## config.mk

```make
export PLATFORM = sky130hd
export DESIGN_NAME = decodeTop
export DESIGN_NICKNAME = d
export VERILOG_FILES = /design/src/verilog/decodePkg.sv /design/src/verilog/instrDecoder.sv /design/src/verilog/regFile.sv /design/src/verilog/branchUnit.sv /design/src/verilog/decodeStage.sv /design/src/verilog/decodeTop.sv
export SDC_FILE = /design/constraint.sdc
export NUM_CORES = 2
export LEC_CHECK = 0
export ABC_CLOCK_PERIOD_IN_PS = 11140
export BUFFER_PORTS_ARGS = -buffer_cell sky130_fd_sc_hd__buf_2
export CELL_PAD_IN_SITES_DETAIL_PLACEMENT = 1
export CELL_PAD_IN_SITES_GLOBAL_PLACEMENT = 2
export CORE_MARGIN = 3
export CORE_UTILIZATION = 45
export CTS_CLUSTER_SIZE = 12
export DETAILED_ROUTE_END_ITERATION = 6
export HOLD_SLACK_MARGIN = 0.05
export PLACE_DENSITY = 0.83
export SLEW_MARGIN = 5
export SYNTH_ARGS = -nofsm -noshare
export SYNTH_HDL_FRONTEND = slang
export SYNTH_SLANG_ARGS = --single-unit
```

## constraint.sdc

```tcl
create_clock -name clk -period 11.14 [get_ports clk]
set_input_delay 0.557 -clock clk [delete_from_list [all_inputs] [get_ports clk]]
set_output_delay 0.557 -clock clk [all_outputs]
set_load 0.03 [all_outputs]
```

## src/verilog/decodePkg.sv

```systemverilog
package decodePkg;

	////////////////////////////////////////
	// Opcode field values
	////////////////////////////////////////

	// All R-type share opcode zero
	localparam logic [5:0] opRType = 6'h00;
	localparam logic [5:0] opOri   = 6'h0d;
	localparam logic [5:0] opLw    = 6'h23;
	localparam logic [5:0] opSw    = 6'h2b;
	localparam logic [5:0] opBeq   = 6'h04;
	localparam logic [5:0] opLui   = 6'h0f;
	localparam logic [5:0] opJ     = 6'h02;
	localparam logic [5:0] opJal   = 6'h03;

	// Funct values under opRType
	localparam logic [5:0] functAddu = 6'h21;
	localparam logic [5:0] functSubu = 6'h23;
	localparam logic [5:0] functSll  = 6'h00;
	localparam logic [5:0] functJr   = 6'h08;

	////////////////////////////////////////
	// Instruction kind codes
	////////////////////////////////////////

	// Nop stays zero to match the all-zero reset bundle
	localparam logic [3:0] kindNop     = 4'd0;
	localparam logic [3:0] kindAddu    = 4'd1;
	localparam logic [3:0] kindSubu    = 4'd2;
	localparam logic [3:0] kindOri     = 4'd3;
	localparam logic [3:0] kindLw      = 4'd4;
	localparam logic [3:0] kindSw      = 4'd5;
	localparam logic [3:0] kindBeq     = 4'd6;
	localparam logic [3:0] kindLui     = 4'd7;
	localparam logic [3:0] kindJ       = 4'd8;
	localparam logic [3:0] kindJal     = 4'd9;
	localparam logic [3:0] kindJr      = 4'd10;
	localparam logic [3:0] kindSll     = 4'd11;
	// Anything outside the supported subset
	localparam logic [3:0] kindIllegal = 4'd15;

	// Return address register for jal
	localparam logic [4:0] linkReg = 5'd31;

	// Jump target when nothing jumps
	localparam logic [31:0] resetVector = 32'h0000_3000;

	////////////////////////////////////////
	// Instruction word views
	////////////////////////////////////////

	typedef struct packed {
		logic [5:0] opcode;
		logic [4:0] rs;
		logic [4:0] rt;
		logic [4:0] rd;
		logic [4:0] shamt;
		logic [5:0] funct;
	} rFields_t;

	typedef struct packed {
		logic [5:0]  opcode;
		logic [4:0]  rs;
		logic [4:0]  rt;
		logic [15:0] imm16;
	} iFields_t;

	typedef struct packed {
		logic [5:0]  opcode;
		logic [25:0] target26;
	} jFields_t;

	// Same 32 bits read by format
	typedef union packed {
		rFields_t r;
		iFields_t i;
		jFields_t j;
	} instrWord_t;

	// Decoder output
	typedef struct packed {
		logic [3:0] kind;
		logic       zeroExtend;
		logic       writesRt;
		logic       link;
	} decodeCtrl_t;

	// Writeback port into the register file
	typedef struct packed {
		logic        enable;
		logic [4:0]  addr;
		logic [31:0] data;
	} regWrite_t;

	// ID/EX pipeline contents
	typedef struct packed {
		logic [4:0]  rs;
		logic [4:0]  rt;
		logic [4:0]  destReg;
		logic [4:0]  shamt;
		logic [31:0] imm32;
		logic [3:0]  kind;
		logic [31:0] rsData;
		logic [31:0] rtData;
		logic [31:0] luiResult;
	} idExBundle_t;

	// Branch and jump outcome back to fetch
	typedef struct packed {
		logic        branchTaken;
		logic        jumpTaken;
		logic [31:0] branchTarget;
		logic [31:0] jumpTarget;
	} redirect_t;

endpackage

```

## src/verilog/instrDecoder.sv

```systemverilog
`timescale 1ns/1ps

module instrDecoder (
	input  decodePkg::instrWord_t  instr,
	output decodePkg::decodeCtrl_t ctrl
);

	logic [3:0] kind;

	////////////////////////////////////////
	// Opcode and funct to kind
	////////////////////////////////////////

	always_comb
	begin
		kind = decodePkg::kindIllegal;
		case (instr.r.opcode)
			decodePkg::opRType:
			begin
				// R-type kind comes from funct
				case (instr.r.funct)
					decodePkg::functAddu:
						kind = decodePkg::kindAddu;
					decodePkg::functSubu:
						kind = decodePkg::kindSubu;
					decodePkg::functJr:
						kind = decodePkg::kindJr;
					decodePkg::functSll:
					begin
						// All-zero word is the nop
						if (instr.r == '0)
							kind = decodePkg::kindNop;
						else
							kind = decodePkg::kindSll;
					end
					default:
						kind = decodePkg::kindIllegal;
				endcase
			end
			decodePkg::opOri:
				kind = decodePkg::kindOri;
			decodePkg::opLw:
				kind = decodePkg::kindLw;
			decodePkg::opSw:
				kind = decodePkg::kindSw;
			decodePkg::opBeq:
				kind = decodePkg::kindBeq;
			decodePkg::opLui:
				kind = decodePkg::kindLui;
			decodePkg::opJ:
				kind = decodePkg::kindJ;
			decodePkg::opJal:
				kind = decodePkg::kindJal;
			default:
				kind = decodePkg::kindIllegal;
		endcase
	end

	////////////////////////////////////////
	// Control flags from kind
	////////////////////////////////////////

	always_comb
	begin
		ctrl.kind = kind;
		// Logical immediates and shift amount are unsigned
		ctrl.zeroExtend = (kind == decodePkg::kindOri) ||
			(kind == decodePkg::kindSll);
		// I-type writers land in rt
		ctrl.writesRt = (kind == decodePkg::kindOri) ||
			(kind == decodePkg::kindLw) ||
			(kind == decodePkg::kindLui);
		// Only jal writes the link register
		ctrl.link = (kind == decodePkg::kindJal);
	end

endmodule

```

## src/verilog/regFile.sv

```systemverilog
`timescale 1ns/1ps

module regFile (
	input  logic                 clk,
	input  logic                 reset,
	input  logic [4:0]           rsAddr,
	input  logic [4:0]           rtAddr,
	input  decodePkg::regWrite_t wb,
	output logic [31:0]          rsData,
	output logic [31:0]          rtData
);

	// Register zero has no storage
	logic [31:0] regs [1:31];
	logic        writeActive;

	assign writeActive = wb.enable && (wb.addr != 5'd0);

	// Read with bypass of the same-cycle write
	function automatic logic [31:0] readPort(input logic [4:0] addr);
		logic [31:0] value;
		if (addr == 5'd0)
			value = 32'd0;
		else if (writeActive && (wb.addr == addr))
			value = wb.data;
		else
			value = regs[addr];
		return value;
	endfunction

	////////////////////////////////////////
	// Write port
	////////////////////////////////////////

	always_ff @(posedge clk)
	begin
		if (reset)
		begin
			for (int n = 1; n < 32; n++)
				regs[n] <= 32'd0;
		end
		else if (writeActive)
		begin
			regs[wb.addr] <= wb.data;
		end
	end

	// Two combinational read ports
	always_comb
	begin
		rsData = readPort(rsAddr);
		rtData = readPort(rtAddr);
	end

endmodule

```

## src/verilog/branchUnit.sv

```systemverilog
`timescale 1ns/1ps

module branchUnit (
	input  decodePkg::instrWord_t instr,
	input  logic [31:0]           pc,
	input  logic [3:0]            kind,
	input  logic [31:0]           imm32,
	input  logic [31:0]           rsData,
	input  logic [31:0]           rtData,
	output decodePkg::redirect_t  redirect
);

	logic isJump;
	logic isJr;

	assign isJr = (kind == decodePkg::kindJr);
	// Absolute jumps
	assign isJump = (kind == decodePkg::kindJ) || (kind == decodePkg::kindJal);

	////////////////////////////////////////
	// Branch
	////////////////////////////////////////

	always_comb
	begin
		// Only beq with equal operands
		redirect.branchTaken = (kind == decodePkg::kindBeq) && (rsData == rtData);
		// Word offset from the delay slot address
		redirect.branchTarget = pc + 32'd4 + {imm32[29:0], 2'b00};
	end

	////////////////////////////////////////
	// Jump
	////////////////////////////////////////

	always_comb
	begin
		redirect.jumpTaken = isJump || isJr;
		if (isJump)
			// Stay in current 256 MB region
			redirect.jumpTarget = {pc[31:28], instr.j.target26, 2'b00};
		else if (isJr)
			redirect.jumpTarget = rsData;
		else
			redirect.jumpTarget = decodePkg::resetVector;
	end

endmodule

```

## src/verilog/decodeStage.sv

```systemverilog
`timescale 1ns/1ps

module decodeStage (
	input  logic                   clk,
	input  logic                   reset,
	input  decodePkg::instrWord_t  instr,
	input  logic [31:0]            pc,
	output logic [4:0]             rsAddr,
	output logic [4:0]             rtAddr,
	input  logic [31:0]            rsData,
	input  logic [31:0]            rtData,
	output decodePkg::idExBundle_t idEx,
	output decodePkg::redirect_t   redirect
);

	decodePkg::decodeCtrl_t  ctrl;
	decodePkg::idExBundle_t  nextIdEx;
	logic                    isSll;
	logic [15:0]             immSrc;
	logic [31:0]             imm32;
	logic [31:0]             rsOperand;
	logic [4:0]              destReg;

	// Register numbers share position in every format
	assign rsAddr = instr.r.rs;
	assign rtAddr = instr.r.rt;

	instrDecoder u_instrDecoder (
		.instr (instr),
		.ctrl  (ctrl)
	);

	assign isSll = (ctrl.kind == decodePkg::kindSll);

	////////////////////////////////////////
	// Immediate and operands
	////////////////////////////////////////

	// sll feeds its shift amount through the immediate path
	assign immSrc = isSll ? {11'd0, instr.r.shamt} : instr.i.imm16;

	// Extender
	assign imm32 = ctrl.zeroExtend ? {16'd0, immSrc} : {{16{immSrc[15]}}, immSrc};

	// sll takes shamt in place of rs as sllv would
	assign rsOperand = isSll ? {27'd0, instr.r.shamt} : rsData;

	// Destination is link for jal, rt for I-type writers, else rd
	always_comb
	begin
		if (ctrl.link)
			destReg = decodePkg::linkReg;
		else if (ctrl.writesRt)
			destReg = instr.i.rt;
		else
			destReg = instr.r.rd;
	end

	branchUnit u_branchUnit (
		.instr    (instr),
		.pc       (pc),
		.kind     (ctrl.kind),
		.imm32    (imm32),
		.rsData   (rsOperand),
		.rtData   (rtData),
		.redirect (redirect)
	);

	// Next bundle
	always_comb
	begin
		nextIdEx.rs = instr.r.rs;
		nextIdEx.rt = instr.r.rt;
		nextIdEx.destReg = destReg;
		nextIdEx.shamt = instr.r.shamt;
		nextIdEx.imm32 = imm32;
		nextIdEx.kind = ctrl.kind;
		nextIdEx.rsData = rsOperand;
		nextIdEx.rtData = rtData;
		// lui result ready for the writeback
		nextIdEx.luiResult = {instr.i.imm16, 16'd0};
	end

	////////////////////////////////////////
	// ID/EX register
	////////////////////////////////////////

	always_ff @(posedge clk)
	begin
		if (reset)
		begin
			// Nop bundle
			idEx <= '0;
			idEx.kind <= decodePkg::kindNop;
		end
		else
		begin
			idEx <= nextIdEx;
		end
	end

endmodule

```

## src/verilog/decodeTop.sv

```systemverilog
`timescale 1ns/1ps

module decodeTop (
	input  logic                   clk,
	input  logic                   reset,
	input  decodePkg::instrWord_t  instr,
	input  logic [31:0]            pc,
	input  decodePkg::regWrite_t   wb,
	output decodePkg::idExBundle_t idEx,
	output decodePkg::redirect_t   redirect
);

	// Read port wiring
	logic [4:0]  rsAddr;
	logic [4:0]  rtAddr;
	logic [31:0] rsData;
	logic [31:0] rtData;

	decodeStage u_decodeStage (
		.clk      (clk),
		.reset    (reset),
		.instr    (instr),
		.pc       (pc),
		.rsAddr   (rsAddr),
		.rtAddr   (rtAddr),
		.rsData   (rsData),
		.rtData   (rtData),
		.idEx     (idEx),
		.redirect (redirect)
	);

	// Write port comes straight from writeback
	regFile u_regFile (
		.clk    (clk),
		.reset  (reset),
		.rsAddr (rsAddr),
		.rtAddr (rtAddr),
		.wb     (wb),
		.rsData (rsData),
		.rtData (rtData)
	);

endmodule

```

* Word-level counts from Yosys, hierarchy flattened
Memory sizes are Yosys's and may differ from the RTL's.
Index checks and enable logic that the tools add are counted.
Widths: inputs -> output; s select.
** Operators by class
- $add $sub $neg :: 2
- Equal/unequal tests :: 21
- Muxes and demuxes :: 22
- Reductions and logical operators :: 17
** Operators by type and width (number)
- $mux 32 :: 8
- $add 32x3->32 const B :: 1
- $add 32x32->32 :: 1
- $eq 32x32->1 :: 1
- $logic_not 32->1 :: 1
- $pmux 4 s8 :: 1
- $reduce_or 32->1 :: 1
- $mux 30 :: 1
- $eq 6x6->1 const B :: 4
- $eq 6x4->1 const B :: 3
- $eq 4x4->1 const B :: 4
- $mux 16 :: 1
- $pmux 4 s4 :: 1
- $mux 5 :: 3
- $eq 4x3->1 const B :: 3
- $eq 6x2->1 const B :: 2
- $logic_not 6->1 :: 2
- $eq 5x5->1 :: 2
- $logic_not 5->1 :: 2
- $eq 6x3->1 const B :: 1
- $mux 1 :: 6
- $logic_or 1x1->1 :: 5
- $reduce_bool 5->1 :: 1
- $eq 4x2->1 const B :: 1
- 3 further kinds :: 6
** Word-level totals
- Flip-flop bits (word level) :: 151
- Memory bits (writable) :: 992
- Input bits :: 104
- Output and inout bits :: 218
- Memories kept :: 1
** Memory list
- u_regFile.regs :: depth 31, width 32, rd ports 2, clocked after Yosys merged registers in 0, write ports 31, line regFile.sv:14 : logic [31:0] regs [1:31];

* Longest topological paths before layout
- Depth after elaboration :: 9
- Mapped depth :: 23

* Hierarchy
A second synthesis with hierarchy kept.
** Unflattened totals
- Cells, all modules :: 4675
- Area total of the unflattened synthesis :: 62732.7 sq um
** Modules (own cells, without submodules)
- regFile :: times used 1, cells each 3923, area an instance 55512.0 sq um
- decodeStage :: times used 1, cells each 365, area an instance 4260.3 sq um
- branchUnit :: times used 1, cells each 327, area an instance 2563.7 sq um
- instrDecoder :: times used 1, cells each 60, area an instance 396.6 sq um

* Worst setup path after synthesis
OpenSTA, ideal clock, no wires.
- Path type :: input to output
- Start point :: input instr[16] in the netlist's numbering
- End point :: output redirect[57] in the netlist's numbering
- Data arrival time :: 5.601 ns
- Data required time :: 10.583 ns
- Setup slack :: 4.982 ns
- Stages on the path :: 20
- Path through :: buf_6 or4_1 clkbuf_1 o311a_1 clkbuf_1 buf_1 a21o_1 ha_1 ha_1 fa_1 a21o_1 a21o_1 a21oi_1 o211ai_1 a221oi_1 o21ai_0 o41a_1 a21o_1 a21oi_1 xnor2_1
** RTL lines
- from (decl) :: line decodeTop.sv:6 : input decodePkg::instrWord_t instr,
- to (decl) :: line decodeTop.sv:10 : output decodePkg::redirect_t redirect

==> flow_metrics.py <==
metrics = {
    "drt": {
        "post_drt_wl_per_cell_um": 39.4,
        "wl_mm": 261,
        "drc_errors": 0,
        "ant_nets": 0,
        "drtIter0Drc": 7307,
        "via_count": 45848,
        "via_per_inst": 6.92,
        "first_pass_iters": 6,
    },
    "global_routing": {
        "grt_antenna_before_repair": 42,
        "grt_max_degree": 103,
        "grt.total_usage_pct": 36.4,
        "overflow": 0,
        "grt_pass1_vias": 46027,
        "grt_pass1_wl_mm": 359,
    },
    "pwr": {
        "p_per_area_nw_per_um2": 159,
        "leakagePower_uw": 0.0252,
        "ir_worst_vdd_mv": 0.165,
    },
    "cts": {
        "clkSinkCount": 1141,
        "cts_tree": "built",
        "ctsHoldBuffers": 1,
        "htreeDepth": 4,
        "cts_resized": 0,
        "cts_buffer_depth": 3,
        "cts_buffers": 130,
        "insertion_delay_ns": 0.79,
        "clockRootBuffer": "clkbuf_16",
        "clk_pin_slew_ns": 0.06,
        "post-cts-setup-buffers": 0,
    },
    "setup_path": {
        "cp_max_fo": 28,
        "cp_data_arrival_time_ns": 6.81,
        "start_kind": "primary input",
        "worst-setup-path-type": "in -> out",
        "cp.required_ns": 10.58,
        "end_kind": "primary output",
    },
    "timing": {
        "period_minus_slack_ns": 7.37,
        "hold_viol": 0,
        "worstMarginPinSlew_ns": 1.36,
        "drv_slew": 0,
        "clock_skew_ns": 0.0306,
        "final.period_utilization_pct": 66.1,
        "rsz0062_at_grt": "false",
        "tns_ns": 0,
        "finalSetupViolCount": 0,
        "slew_headroom_pct": 9.14,
        "fmax_mhz": 136,
    },
    "layout": {
        "layout_commonest_cell": "edfxtp_1",
        "multiInputGateArea_um2": 26800,
        "register_area_um2": 33100,
        "drive_gt1_share_pct": 24.0,
        "mostFrequentLayoutCells": "edfxtp_1, and2_1, mux4_2, buf_2, mux2i_1",
        "utilization_pct": 50.9,
        "nFillCells": 13422,
        "syn2layout_area_growth_pct": 12.0,
        "nets": 4876,
        "post-route-cell-area_um2": 69200,
    },
    "floorplanning": {
        "start_util_pct": 45.5,
        "rows": 135,
        "dieArea_um2": 142000,
        "io_pins": 322,
        "fp.dieW_um": 376,
        "die_h_um": 376,
        "core_um2": 136000,
    },
    "placed_design": {
        "gp_congestion": 0.929,
        "port_buffers": 301,
        "place_area_um2": 65000,
        "dpl.hpwl_mm": 158,
    },
    "yosys": {
        "synth_edf_count": 1024,
        "async_reset_ff_share_pct": 0,
        "syn-instance-count": 4555,
        "avgSynthCellArea_um2": 13.6,
        "yosysSeqAreaShare_pct": 53.6,
        "yosysWarnings": 0,
        "synth_cell_type_count": 85,
        "syn_area_um2": 61800,
        "synth_flop_cell": "edfxtp_1",
        "ys_ff_latch": 1141,
    },
    "hold_path": {
        "min_path_type": "in -> reg",
    },
    "outcome": {
        "status": "complete, no violations",
    },
    "flow_run": {
        "drv_cap": 0,
    },
}
## final cells by class
cell class / count / share of cell area (%)
Antenna cell: 28 / 0.101
Clock buffer: 172 / 5.18
Clock inverter: 61 / 0.702
Inverter: 19 / 0.105
Multi-Input combinational cell: 2961 / 38.8
Sequential cell: 1141 / 47.8
Tap cell: 1781 / 3.22
Timing Repair Buffer: 461 / 4.07
## per-layer routing
metal | track usage [%] | wire length, um | vias up
met5 | 0 | 56 | -
met4 | 23.0 | 18200 | 8
met3 | 11.4 | 36600 | 901
met2 | 55.2 | 116000 | 3915
met1 | 45.4 | 90200 | 23409
li1 | - | - | 17615
## through the flow
stage               hold WS [ns]  instances  total power, uW  worst slack, ns
floorplan                  0.656       4602             6140             4.98
global placement           0.785       6360             6790             3.77
detailed placement         0.788       6361             6840             3.82
CTS                       0.0540       6595            11000             3.80
global route              0.0784       6599            11300             3.51
finish                     0.106       6624            11000             3.77
## cell usage after synthesis, types with 8 or more instances
cell	instances	area, um^2
mux4_1	8	210
a21o_1	18	135
nor2b_1	51	319
buf_4	83	623
clkbuf_1	310	1160
nand2b_1	13	81.3
nor4_1	13	81.3
nand2_1	115	432
a21oi_1	97	485
a221oi_1	124	1090
or2_2	36	225
xnor2_1	38	333
ha_1	57	713
buf_2	53	265
buf_6	9	101
edfxtp_1	1024	30700
xor2_1	22	193
mux4_2	413	9300
dfxtp_1	117	2340
and2_1	985	6160
nor3_1	63	315
a31oi_1	11	68.8
o211ai_1	20	150
inv_1	18	67.6
o21ai_0	99	495
a22oi_1	113	848
mux2i_1	243	2430
buf_1	25	93.8
nand3_1	35	175
a22o_1	23	201
a211oi_1	11	82.6
nor2_1	171	642
and3_1	15	93.8
## final timing paths
path                     startpoint                endpoint  slack (ns)  depth (start not counted)
max                       instr[24]            redirect[57]        3.77                         20
min                        instr[4]  u_decodeStage.idEx[20]        0.11                          2
max reg2reg  u_regFile.regs[18][19]  u_decodeStage.idEx[51]        8.25                          7
min reg2reg  u_regFile.regs[30][20]  u_decodeStage.idEx[52]        0.99                          5
## logic make-up after synthesis
| kind of cell | synth area share (%) |
|---|---|
| and+or+nand+nor | 14.3 |
| DFF | 53.6 |
| muxes | 19.4 |
| AOI/OAI and AO/OA | 6.93 |
| buffers and inverters | 3.79 |
| xor gates and xnor gates | 0.851 |
| adders and majority gates | 1.19 |
| other | 0.00607 |
## state kept, by name (all words and copies together), names as in the netlist
name,flops
u_regFile.regs,1024
u_decodeStage.idEx,117
## critical path: stages
cell	delay, ns
buf_2	0.09
buf_4	0.28
or2_1	0.39
or4_1	0.71
o311a_1	0.54
a21o_1	0.25
ha_1	0.28
ha_1	0.22
fa_1	0.46
a21o_1	0.20
a21o_1	0.22
a21oi_1	0.30
o211ai_1	0.21
a221oi_1	0.65
o21ai_0	0.25
o41a_1	0.40
a21o_1	0.20
a21oi_1	0.17
xnor2_1	0.15
buf_2	0.23
## power breakdown
group	leakage, uW	internal (uW)	total (uW)	switching, uW
clock	0.00200	2380	4230	1840
sequential	0.0107	4910	5040	128
combinational	0.0125	597	1770	1170
Note: power is estimated with default switching activity, not from simulation.
